[src/source/switch_pkg.sv]
`default_nettype none

package switch_pkg;

    //////////////////////////////////////////////////////////////////////
    // word and field widths
    //////////////////////////////////////////////////////////////////////
    typedef logic [63:0] data_word_t;   // queue and output word
    typedef logic [2:0]  prio_t;        // larger is more urgent
    typedef logic [31:0] crc_t;
    typedef logic [6:0]  frame_cnt_t;   // payload words, 1 to 127
    typedef logic [1:0]  cfg_addr_t;
    typedef logic [15:0] cfg_data_t;

    // low 42 bits of a header word, upper bits zero
    typedef struct packed {
        frame_cnt_t frame_cnt;
        crc_t       crc;
        prio_t      prio;
    } pkt_hdr_t;

    typedef enum logic {
        MODE_FIXED = 1'b0,
        MODE_RR    = 1'b1
    } sched_mode_e;

    typedef enum logic [1:0] {
        ST_SCAN,
        ST_HDR_WAIT,
        ST_ARB,
        ST_SEND
    } sched_state_e;

    // register map
    localparam cfg_addr_t ADDR_SCHEME    = 2'd0;
    localparam cfg_addr_t ADDR_PORT_MASK = 2'd1;
    localparam cfg_addr_t ADDR_ERR_CNT   = 2'd2;

    // crc-32, reflected, lsb first
    localparam crc_t CRC_INIT    = 32'hFFFF_FFFF;
    localparam crc_t CRC_POLY    = 32'hEDB8_8320;
    localparam crc_t CRC_XOR_OUT = 32'hFFFF_FFFF;

endpackage

`default_nettype wire
[src/source/egress_switch_top.sv]
`timescale 1ns/1ps
`default_nettype none

module egress_switch_top #(
    parameter int NUM_PORTS   = 4,
    parameter int QUEUE_DEPTH = 16
) (
    input  wire                          clk,
    input  wire                          rst_n,
    input  wire  [NUM_PORTS-1:0]         wr_en,
    input  wire  switch_pkg::data_word_t wr_data,
    output logic [NUM_PORTS-1:0]         full,
    input  wire                          ready,
    output switch_pkg::data_word_t       rd_data,
    output logic                         rd_vld,
    output logic                         rd_sop,
    output logic                         rd_eop,
    output logic                         error,
    input  wire                          cfg_we,
    input  wire  switch_pkg::cfg_addr_t  cfg_addr,
    input  wire  switch_pkg::cfg_data_t  cfg_wdata,
    output switch_pkg::cfg_data_t        cfg_rdata
);

    localparam int PORT_W = $clog2(NUM_PORTS);

    logic [NUM_PORTS-1:0]              empty;
    logic                              rd_en;
    logic [PORT_W-1:0]                 rd_sel;
    switch_pkg::data_word_t            q_data;
    logic                              arb_en;
    logic [NUM_PORTS-1:0]              request;
    switch_pkg::prio_t [NUM_PORTS-1:0] priorities;
    logic [PORT_W-1:0]                 grant;
    logic                              grant_vld;
    switch_pkg::sched_mode_e           mode;
    logic [NUM_PORTS-1:0]              port_mask;
    logic                              crc_clr;
    logic                              crc_en;
    logic                              crc_err;
    switch_pkg::crc_t                  crc_out;

    ingress_queue_bank #(.NUM_PORTS(NUM_PORTS), .QUEUE_DEPTH(QUEUE_DEPTH)) u_queues (
        .clk     (clk),
        .rst_n   (rst_n),
        .wr_en   (wr_en),
        .wr_data (wr_data),
        .full    (full),
        .empty   (empty),
        .rd_en   (rd_en),
        .rd_sel  (rd_sel),
        .q_data  (q_data)
    );

    sel_control #(.NUM_PORTS(NUM_PORTS)) u_sched (
        .clk        (clk),
        .rst_n      (rst_n),
        .ready      (ready),
        .empty      (empty),
        .q_data     (q_data),
        .port_mask  (port_mask),
        .rd_en      (rd_en),
        .rd_sel     (rd_sel),
        .arb_en     (arb_en),
        .request    (request),
        .priorities (priorities),
        .grant      (grant),
        .grant_vld  (grant_vld),
        .crc_clr    (crc_clr),
        .crc_en     (crc_en),
        .crc_out    (crc_out),
        .rd_data    (rd_data),
        .rd_vld     (rd_vld),
        .rd_sop     (rd_sop),
        .rd_eop     (rd_eop),
        .error      (error),
        .crc_err    (crc_err)
    );

    priority_arbiter #(.NUM_PORTS(NUM_PORTS)) u_arb (
        .clk        (clk),
        .rst_n      (rst_n),
        .arb_en     (arb_en),
        .request    (request),
        .priorities (priorities),
        .mode       (mode),
        .grant      (grant),
        .grant_vld  (grant_vld)
    );

    sched_config #(.NUM_PORTS(NUM_PORTS)) u_cfg (
        .clk       (clk),
        .rst_n     (rst_n),
        .cfg_we    (cfg_we),
        .cfg_addr  (cfg_addr),
        .cfg_wdata (cfg_wdata),
        .cfg_rdata (cfg_rdata),
        .mode      (mode),
        .port_mask (port_mask),
        .crc_err   (crc_err)
    );

    crc32_64bit u_crc (
        .clk     (clk),
        .rst_n   (rst_n),
        .crc_clr (crc_clr),
        .crc_en  (crc_en),
        .data    (rd_data),
        .crc_out (crc_out)
    );

endmodule

`default_nettype wire

[src/source/sel_control.sv]
`timescale 1ns/1ps
`default_nettype none

module sel_control #(
    parameter int  NUM_PORTS = 4,
    localparam int PORT_W    = $clog2(NUM_PORTS)
) (
    input  wire                                 clk,
    input  wire                                 rst_n,
    input  wire                                 ready,
    input  wire  [NUM_PORTS-1:0]                empty,
    input  wire  switch_pkg::data_word_t        q_data,
    input  wire  [NUM_PORTS-1:0]                port_mask,
    output logic                                rd_en,
    output logic [PORT_W-1:0]                   rd_sel,
    output logic                                arb_en,
    output logic [NUM_PORTS-1:0]                request,
    output switch_pkg::prio_t [NUM_PORTS-1:0]   priorities,
    input  wire  [PORT_W-1:0]                   grant,
    input  wire                                 grant_vld,
    output logic                                crc_clr,
    output logic                                crc_en,
    input  wire  switch_pkg::crc_t              crc_out,
    output switch_pkg::data_word_t              rd_data,
    output logic                                rd_vld,
    output logic                                rd_sop,
    output logic                                rd_eop,
    output logic                                error,
    output logic                                crc_err
);

    switch_pkg::sched_state_e state;
    switch_pkg::pkt_hdr_t     hdr [NUM_PORTS];  // stored header per port
    logic [NUM_PORTS-1:0]     hdr_vld;
    logic [PORT_W-1:0]        scan_ptr;
    logic [PORT_W-1:0]        scan_next;
    logic [PORT_W-1:0]        gnt_port;
    switch_pkg::frame_cnt_t   words_left;       // payload words still to read
    logic                     first_word;
    logic                     eop_q;            // crc_out is final here
    logic                     hdr_rd;
    logic                     pay_rd;
    logic                     unread;

    always_comb begin
        for (int i = 0; i < NUM_PORTS; i++) begin
            request[i]    = hdr_vld[i] && port_mask[i];
            priorities[i] = hdr[i].prio;
        end
    end

    //////////////////////////////////////////////////////////////////////
    // read strobes, only while ready is high
    //////////////////////////////////////////////////////////////////////
    assign unread    = |(~hdr_vld & ~empty);    // a queue with a header not yet taken
    assign hdr_rd    = (state == switch_pkg::ST_SCAN) && ready &&
                       !hdr_vld[scan_ptr] && !empty[scan_ptr];
    assign pay_rd    = (state == switch_pkg::ST_SEND) && ready &&
                       !empty[gnt_port] && (words_left != '0);
    assign rd_en     = hdr_rd || pay_rd;
    assign rd_sel    = (state == switch_pkg::ST_SEND) ? gnt_port : scan_ptr;
    assign scan_next = (scan_ptr == PORT_W'(NUM_PORTS - 1)) ? '0 : scan_ptr + 1'b1;

    assign rd_data = q_data;
    assign crc_en  = rd_vld;                    // word sits on q_data now
    assign crc_clr = (state == switch_pkg::ST_ARB);
    assign crc_err = error;

    always_ff @(posedge clk or negedge rst_n) begin
        if (!rst_n) begin
            state      <= switch_pkg::ST_SCAN;
            hdr_vld    <= '0;
            scan_ptr   <= '0;
            gnt_port   <= '0;
            words_left <= '0;
            first_word <= 1'b0;
            arb_en     <= 1'b0;
            rd_vld     <= 1'b0;
            rd_sop     <= 1'b0;
            rd_eop     <= 1'b0;
            eop_q      <= 1'b0;
            error      <= 1'b0;
        end else begin
            arb_en <= 1'b0;
            error  <= 1'b0;
            rd_vld <= pay_rd;
            rd_sop <= pay_rd && first_word;
            rd_eop <= pay_rd && (words_left == switch_pkg::frame_cnt_t'(1));
            eop_q  <= rd_eop;
            case (state)
                switch_pkg::ST_SCAN: begin
                    if (hdr_rd) begin
                        state <= switch_pkg::ST_HDR_WAIT;
                    end else if (!unread && (|request)) begin
                        arb_en <= 1'b1;
                        state  <= switch_pkg::ST_ARB;
                    end else begin
                        scan_ptr <= scan_next;
                    end
                end
                switch_pkg::ST_HDR_WAIT: begin      // header is on q_data
                    hdr_vld[scan_ptr] <= 1'b1;
                    scan_ptr          <= scan_next;
                    state             <= switch_pkg::ST_SCAN;
                end
                switch_pkg::ST_ARB: begin
                    if (grant_vld) begin
                        gnt_port   <= grant;
                        words_left <= hdr[grant].frame_cnt;
                        first_word <= 1'b1;
                        state      <= switch_pkg::ST_SEND;
                    end else if (!arb_en) begin
                        state <= switch_pkg::ST_SCAN;   // mask took the request away
                    end
                end
                switch_pkg::ST_SEND: begin
                    if (pay_rd) begin
                        words_left <= words_left - 1'b1;
                        first_word <= 1'b0;
                    end
                    if (eop_q) begin
                        error             <= (crc_out != hdr[gnt_port].crc);
                        hdr_vld[gnt_port] <= 1'b0;
                        state             <= switch_pkg::ST_SCAN;
                    end
                end
                default: state <= switch_pkg::ST_SCAN;
            endcase
        end
    end

    // header capture
    always_ff @(posedge clk) begin
        if (state == switch_pkg::ST_HDR_WAIT)
            hdr[scan_ptr] <= q_data[$bits(switch_pkg::pkt_hdr_t)-1:0];
    end

endmodule

`default_nettype wire

[src/source/sched_config.sv]
`timescale 1ns/1ps
`default_nettype none

module sched_config #(
    parameter int NUM_PORTS = 4
) (
    input  wire                           clk,
    input  wire                           rst_n,
    input  wire                           cfg_we,
    input  wire  switch_pkg::cfg_addr_t   cfg_addr,
    input  wire  switch_pkg::cfg_data_t   cfg_wdata,
    output switch_pkg::cfg_data_t         cfg_rdata,
    output switch_pkg::sched_mode_e       mode,
    output logic [NUM_PORTS-1:0]          port_mask,
    input  wire                           crc_err
);

    switch_pkg::cfg_data_t err_cnt;    // saturates at all ones

    always_ff @(posedge clk or negedge rst_n) begin
        if (!rst_n) begin
            mode      <= switch_pkg::MODE_FIXED;
            port_mask <= '1;               // all ports served
            err_cnt   <= '0;
        end else begin
            if (cfg_we && cfg_addr == switch_pkg::ADDR_SCHEME)
                mode <= switch_pkg::sched_mode_e'(cfg_wdata[0]);
            if (cfg_we && cfg_addr == switch_pkg::ADDR_PORT_MASK)
                port_mask <= cfg_wdata[NUM_PORTS-1:0];
            if (cfg_we && cfg_addr == switch_pkg::ADDR_ERR_CNT)
                err_cnt <= '0;             // any write clears
            else if (crc_err && err_cnt != '1)
                err_cnt <= err_cnt + 1'b1;
        end
    end

    always_comb begin
        case (cfg_addr)
            switch_pkg::ADDR_SCHEME:    cfg_rdata = switch_pkg::cfg_data_t'(mode);
            switch_pkg::ADDR_PORT_MASK: cfg_rdata = switch_pkg::cfg_data_t'(port_mask);
            switch_pkg::ADDR_ERR_CNT:   cfg_rdata = err_cnt;
            default:                    cfg_rdata = '0;
        endcase
    end

endmodule

`default_nettype wire

[src/source/priority_arbiter.sv]
`timescale 1ns/1ps
`default_nettype none

module priority_arbiter #(
    parameter int  NUM_PORTS = 4,
    localparam int PORT_W    = $clog2(NUM_PORTS)
) (
    input  wire                                 clk,
    input  wire                                 rst_n,
    input  wire                                 arb_en,
    input  wire  [NUM_PORTS-1:0]                request,
    input  wire  switch_pkg::prio_t [NUM_PORTS-1:0] priorities,
    input  wire  switch_pkg::sched_mode_e       mode,
    output logic [PORT_W-1:0]                   grant,
    output logic                                grant_vld
);

    logic [PORT_W-1:0] last_grant;     // round robin pointer
    logic [PORT_W-1:0] fixed_pick;
    logic [PORT_W-1:0] rr_pick;
    logic [PORT_W-1:0] rr_idx;
    logic [PORT_W-1:0] pick;
    switch_pkg::prio_t best_prio;
    logic              found;
    logic              rr_found;

    // strict compare keeps the lowest index on a tie
    always_comb begin
        fixed_pick = '0;
        best_prio  = '0;
        found      = 1'b0;
        for (int i = 0; i < NUM_PORTS; i++) begin
            if (request[i] && (!found || priorities[i] > best_prio)) begin
                fixed_pick = PORT_W'(i);
                best_prio  = priorities[i];
                found      = 1'b1;
            end
        end
    end

    // first requester after the last grant, priority ignored
    always_comb begin
        rr_pick  = last_grant;
        rr_found = 1'b0;
        rr_idx   = last_grant;
        for (int k = 1; k <= NUM_PORTS; k++) begin
            rr_idx = PORT_W'((int'(last_grant) + k) % NUM_PORTS);
            if (request[rr_idx] && !rr_found) begin
                rr_pick  = rr_idx;
                rr_found = 1'b1;
            end
        end
    end

    assign pick = (mode == switch_pkg::MODE_RR) ? rr_pick : fixed_pick;

    always_ff @(posedge clk or negedge rst_n) begin
        if (!rst_n) begin
            grant      <= '0;
            grant_vld  <= 1'b0;
            last_grant <= PORT_W'(NUM_PORTS - 1);  // so port 0 goes first
        end else begin
            grant_vld <= arb_en && (|request);
            if (arb_en && (|request)) begin
                grant      <= pick;
                last_grant <= pick;
            end
        end
    end

endmodule

`default_nettype wire

[src/source/crc32_64bit.sv]
`timescale 1ns/1ps
`default_nettype none

module crc32_64bit (
    input  wire                          clk,
    input  wire                          rst_n,
    input  wire                          crc_clr,
    input  wire                          crc_en,
    input  wire  switch_pkg::data_word_t data,
    output switch_pkg::crc_t             crc_out
);

    switch_pkg::crc_t crc_q;
    switch_pkg::crc_t crc_next;

    // fold the whole word, bit 0 first
    always_comb begin
        crc_next = crc_q;
        for (int b = 0; b < $bits(data); b++) begin
            if (crc_next[0] ^ data[b])
                crc_next = (crc_next >> 1) ^ switch_pkg::CRC_POLY;
            else
                crc_next = crc_next >> 1;
        end
    end

    always_ff @(posedge clk or negedge rst_n) begin
        if (!rst_n) begin
            crc_q <= switch_pkg::CRC_INIT;
        end else if (crc_clr) begin
            crc_q <= switch_pkg::CRC_INIT;  // new frame
        end else if (crc_en) begin
            crc_q <= crc_next;
        end
    end

    assign crc_out = crc_q ^ switch_pkg::CRC_XOR_OUT;

endmodule

`default_nettype wire

[src/source/ingress_queue_bank.sv]
`timescale 1ns/1ps
`default_nettype none

module ingress_queue_bank #(
    parameter int  NUM_PORTS   = 4,
    parameter int  QUEUE_DEPTH = 16,
    localparam int PORT_W      = $clog2(NUM_PORTS)
) (
    input  wire                          clk,
    input  wire                          rst_n,
    input  wire  [NUM_PORTS-1:0]         wr_en,
    input  wire  switch_pkg::data_word_t wr_data,
    output logic [NUM_PORTS-1:0]         full,
    output logic [NUM_PORTS-1:0]         empty,
    input  wire                          rd_en,
    input  wire  [PORT_W-1:0]            rd_sel,
    output switch_pkg::data_word_t       q_data
);

    localparam int PTR_W = $clog2(QUEUE_DEPTH);

    switch_pkg::data_word_t mem [NUM_PORTS][QUEUE_DEPTH];
    logic [PTR_W:0]         wr_ptr [NUM_PORTS];    // msb is the wrap bit
    logic [PTR_W:0]         rd_ptr [NUM_PORTS];
    logic [NUM_PORTS-1:0]   push;
    logic [NUM_PORTS-1:0]   pop;

    always_comb begin
        for (int i = 0; i < NUM_PORTS; i++) begin
            empty[i] = (wr_ptr[i] == rd_ptr[i]);
            full[i]  = (wr_ptr[i][PTR_W] != rd_ptr[i][PTR_W]) &&
                       (wr_ptr[i][PTR_W-1:0] == rd_ptr[i][PTR_W-1:0]);
            push[i]  = wr_en[i] && !full[i];    // write into a full queue is lost
            pop[i]   = rd_en && (rd_sel == PORT_W'(i)) && !empty[i];
        end
    end

    always_ff @(posedge clk or negedge rst_n) begin
        if (!rst_n) begin
            for (int i = 0; i < NUM_PORTS; i++) begin
                wr_ptr[i] <= '0;
                rd_ptr[i] <= '0;
            end
        end else begin
            for (int i = 0; i < NUM_PORTS; i++) begin
                if (push[i])
                    wr_ptr[i] <= wr_ptr[i] + 1'b1;
                if (pop[i])
                    rd_ptr[i] <= rd_ptr[i] + 1'b1;
            end
        end
    end

    //////////////////////////////////////////////////////////////////////
    // storage and registered read mux
    //////////////////////////////////////////////////////////////////////
    always_ff @(posedge clk) begin
        for (int i = 0; i < NUM_PORTS; i++) begin
            if (push[i])
                mem[i][wr_ptr[i][PTR_W-1:0]] <= wr_data;
        end
        if (rd_en)
            q_data <= mem[rd_sel][rd_ptr[rd_sel][PTR_W-1:0]];   // one cycle after rd_en
    end

endmodule

`default_nettype wire

[config.mk]
export PLATFORM = sky130hd
export DESIGN_NAME = egress_switch_top
export DESIGN_NICKNAME = d
export VERILOG_FILES = /design/src/source/switch_pkg.sv /design/src/source/egress_switch_top.sv /design/src/source/sel_control.sv /design/src/source/sched_config.sv /design/src/source/priority_arbiter.sv /design/src/source/crc32_64bit.sv /design/src/source/ingress_queue_bank.sv
export SDC_FILE = /design/constraint.sdc
export NUM_CORES = 2
export LEC_CHECK = 0
export BUFFER_PORTS_ARGS = -buffer_cell sky130_fd_sc_hd__buf_2
export CORE_MARGIN = 2
export CORE_UTILIZATION = 55
export DETAILED_ROUTE_END_ITERATION = 6
export GPL_TIMING_DRIVEN = 0
export PLACE_DENSITY = 0.71
export SLEW_MARGIN = 20
export SYNTH_ARGS = -nofsm -noshare
export SYNTH_HDL_FRONTEND = slang
export SYNTH_MEMORY_MAX_BITS = 65536
export SYNTH_SLANG_ARGS = --single-unit
[constraint.sdc]
create_clock -name clk -period 9.7 [get_ports clk]
set_input_delay 1.455 -clock clk [delete_from_list [all_inputs] [get_ports clk]]
set_output_delay 1.455 -clock clk [all_outputs]
set_load 0.005 [all_outputs]
==> flow_summary.json <==
{
  "ant_nets": 0,
  "cts_tree": "done",
  "hp-class": "in -> async",
  "clock_path_buffers": 4,
  "place_congestion": 1.03,
  "synthTopCellsByArea": "edfxtp_1 (75%), a22oi_1 (8.9%), xnor3_1 (2.0%), a311oi_1 (1.9%), nand3_1 (1.5%)",
  "fin_nets": 10810,
  "grt_pass1_wl_um": 778000,
  "synth_top_flop_cell": "edfxtp_1",
  "cts_inserted_buffers": 426,
  "dp_slack_ps": 1700,
  "final_cell_mix": "edfxtp_1 (4328), a22oi_1 (2049), clkbuf_1 (663)",
  "cts_setup_buffers": 0,
  "grt_pass1_vias": 101180,
  "final-hold-violation-count": 0,
  "crit_path_end_kind": "flip-flop",
  "yosysWarningCount": 0,
  "synthArstFlopShare_pct": 2.74,
  "crit_buf_inv": 0,
  "num_vias": 106492,
  "postSynthCellCount": 9876,
  "synth_edf_count": 4328,
  "skew_ps": 61.6,
  "final_common_cell": "edfxtp_1",
  "max_stage_delay_ps": 880,
  "syn_to_final_growth_pct": 14.3,
  "synth-seq-area-share_pct": 76.9,
  "drive_above_1_share_pct": 11.8,
  "multi_input_area_mm2": 0.0379,
  "path_clk_slew_ps": 60,
  "insertion_delay_ps": 1030,
  "fmax_mhz": 124,
  "final.fill_count": 21228,
  "die_w_um": 565,
  "maxSlewHeadroom_pct": 7.85,
  "drc_errors": 5,
  "period_share_pct": 82.9,
  "max_cap_violations": 0,
  "cts_sinks": 4450,
  "path_cells": "xor2_2 > xnor3_2 > xor2_1 > xnor3_1 > xnor3_1 > xor2_2 > xnor3_1 > xor2_1 > xor3_1 > xnor2_1 > xnor3_1 > xor2_2 > xor2_1 > xnor2_1 > a21bo_1",
  "grt_usage_pct": 35.1,
  "grt_overflow": 0,
  "wl_per_cell_um": 37.3,
  "ff_latch_area_mm2": 0.133,
  "finalCriticalPeriod_ps": 8050,
  "routed_wl_um": 569000,
  "syn_nets": 10003,
  "ys_ff_latch": 4450,
  "drt_iter0_markers": 20185,
  "cts-root-buf": "clkbuf_16",
  "grt_start_max_net_pins": 65,
  "cp_max_fo": 9,
  "rsz0062_at_grt": "false",
  "crit_type": "reg -> reg",
  "slowest_stage": "xor2_1",
  "final_max_slew_viol_count": 0,
  "max_slew.worst_pin.slew_ps": 1380,
  "dpl.hpwl_um": 396000,
  "syn_area_mm2": 0.173,
  "io_pins": 178,
  "cp.arrival_ps": 9000,
  "routed_via_density": 6.99,
  "status": "finished, violations left",
  "yosysTopAreaCell": "edfxtp_1",
  "ctsResizeCount": 0,
  "port_buffers": 165,
  "finalSetupViolCount": 0,
  "ys_types": 57,
  "violations": "design-rule violations",
  "start_util_pct": 55.4,
  "crit_path_start_kind": "flip-flop",
  "cp_top_family": "XOR/XNOR gates",
  "syn_area_per_cell_um2": 17.5,
  "cts_hold_buf": 0,
  "synth_top_area_share_pct": 75.1,
  "fin_ws_ps": 1650,
  "dr.pass1.iters": 7,
  "antenna_found_initial": 76,
  "die-height_um": 565,
  "cp_data_required_time_ps": 10660,
  "die_area_mm2": 0.319,
  "core_mm2": 0.312,
  "rows": 205,
  "htree_levels": 5,
  "path_common_cell": "xnor3_1"
}
-- per-layer routing --
metal | GRT usage, % | wire (um)
met5 | 0 | 400
met4 | 22.0 | 42000
met3 | 11.9 | 83500
met2 | 52.1 | 252000
met1 | 44.7 | 191000
-- synthesized netlist by cell type (11+ instances only) --
master,n
nor2_1,84
a31oi_1,133
dfrtp_1,84
clkbuf_1,654
and2_1,74
xor3_1,22
buf_1,47
nand2b_1,11
nand4_1,24
ha_1,37
a311oi_1,384
xor2_1,143
mux4_2,41
inv_1,32
xnor2_1,253
o21ai_0,44
xnor2_2,11
a22oi_1,2049
a211oi_1,67
edfxtp_1,4328
nand3_1,527
nand2_1,75
dfstp_2,38
nor3_1,19
a21o_1,69
xnor3_2,13
xnor3_1,152
a21oi_1,88
and3_1,263
mux2_2,15
-- flip-flops by register name, indices dropped and copies added (netlist names), 2 cells and up --
| signal | cells |
|---|---|
| u_queues.mem | 4096 |
| u_sched.hdr | 168 |
| u_queues.q_data | 64 |
| u_crc.crc_q | 32 |
| u_queues.rd_ptr | 20 |
| u_queues.wr_ptr | 20 |
| u_cfg.err_cnt | 16 |
| u_sched.words_left | 7 |
| u_cfg.port_mask | 4 |
| u_sched.hdr_vld | 4 |
| u_arb.grant | 2 |
| u_arb.last_grant | 2 |
| u_sched.gnt_port | 2 |
| u_sched.scan_ptr | 2 |
| u_sched.state | 2 |
-- through the flow --
step	setup TNS (ps)	hold WS (ps)	instances	util (%)	instance area, um2
after global placement	-430160	407	14181	57.3	179000
after detailed placement	0	406	14394	58.8	184000
final	0	396	15228	63.3	198000
after global routing	0	418	15197	63.3	198000
after CTS	0	402	15183	63.3	198000
after floorplan	0	376	9876	-	173000
-- worst paths after layout --
kind                            depth (start not counted)  slack, ps                 end           start
worst max-delay path                                   15       1650     u_crc.crc_q[23]  u_crc.crc_q[3]
worst min-delay path                                    1        400      u_sched.rd_sop           rst_n
worst max register to register                         15       1650     u_crc.crc_q[23]  u_crc.crc_q[3]
worst min register to register                          0        420       u_sched.eop_q  u_sched.rd_eop
max in group asynchronous                               2       8520  u_queues.rd_ptr[4]           rst_n
min in group clk                                        0        420       u_sched.eop_q  u_sched.rd_eop
-- cells by family after synthesis --
group | share of synthesized area (%)
fa+ha+maj | 0.267
compound gates | 12.5
buf+inv | 1.59
xor+xnor | 4.74
simple gates | 3.37
flops | 76.9
mux | 0.683
-- layout make-up --
cell class                      count  share of cell area, %
Multi-Input combinational cell   4692                   19.1
Clock inverter                    288                   1.46
Clock buffer                      501                   5.56
Sequential cell                  4450                   67.3
Antenna cell                       44                 0.0556
Inverter                           32                 0.0620
Buffer                            702                   1.37
Tap cell                         4140                   2.62
Timing Repair Buffer              379                   2.47
Power is left out: the tool's default activity adds up to more than one toggle a clock period on the data nets, which glitch-free logic cannot reach.
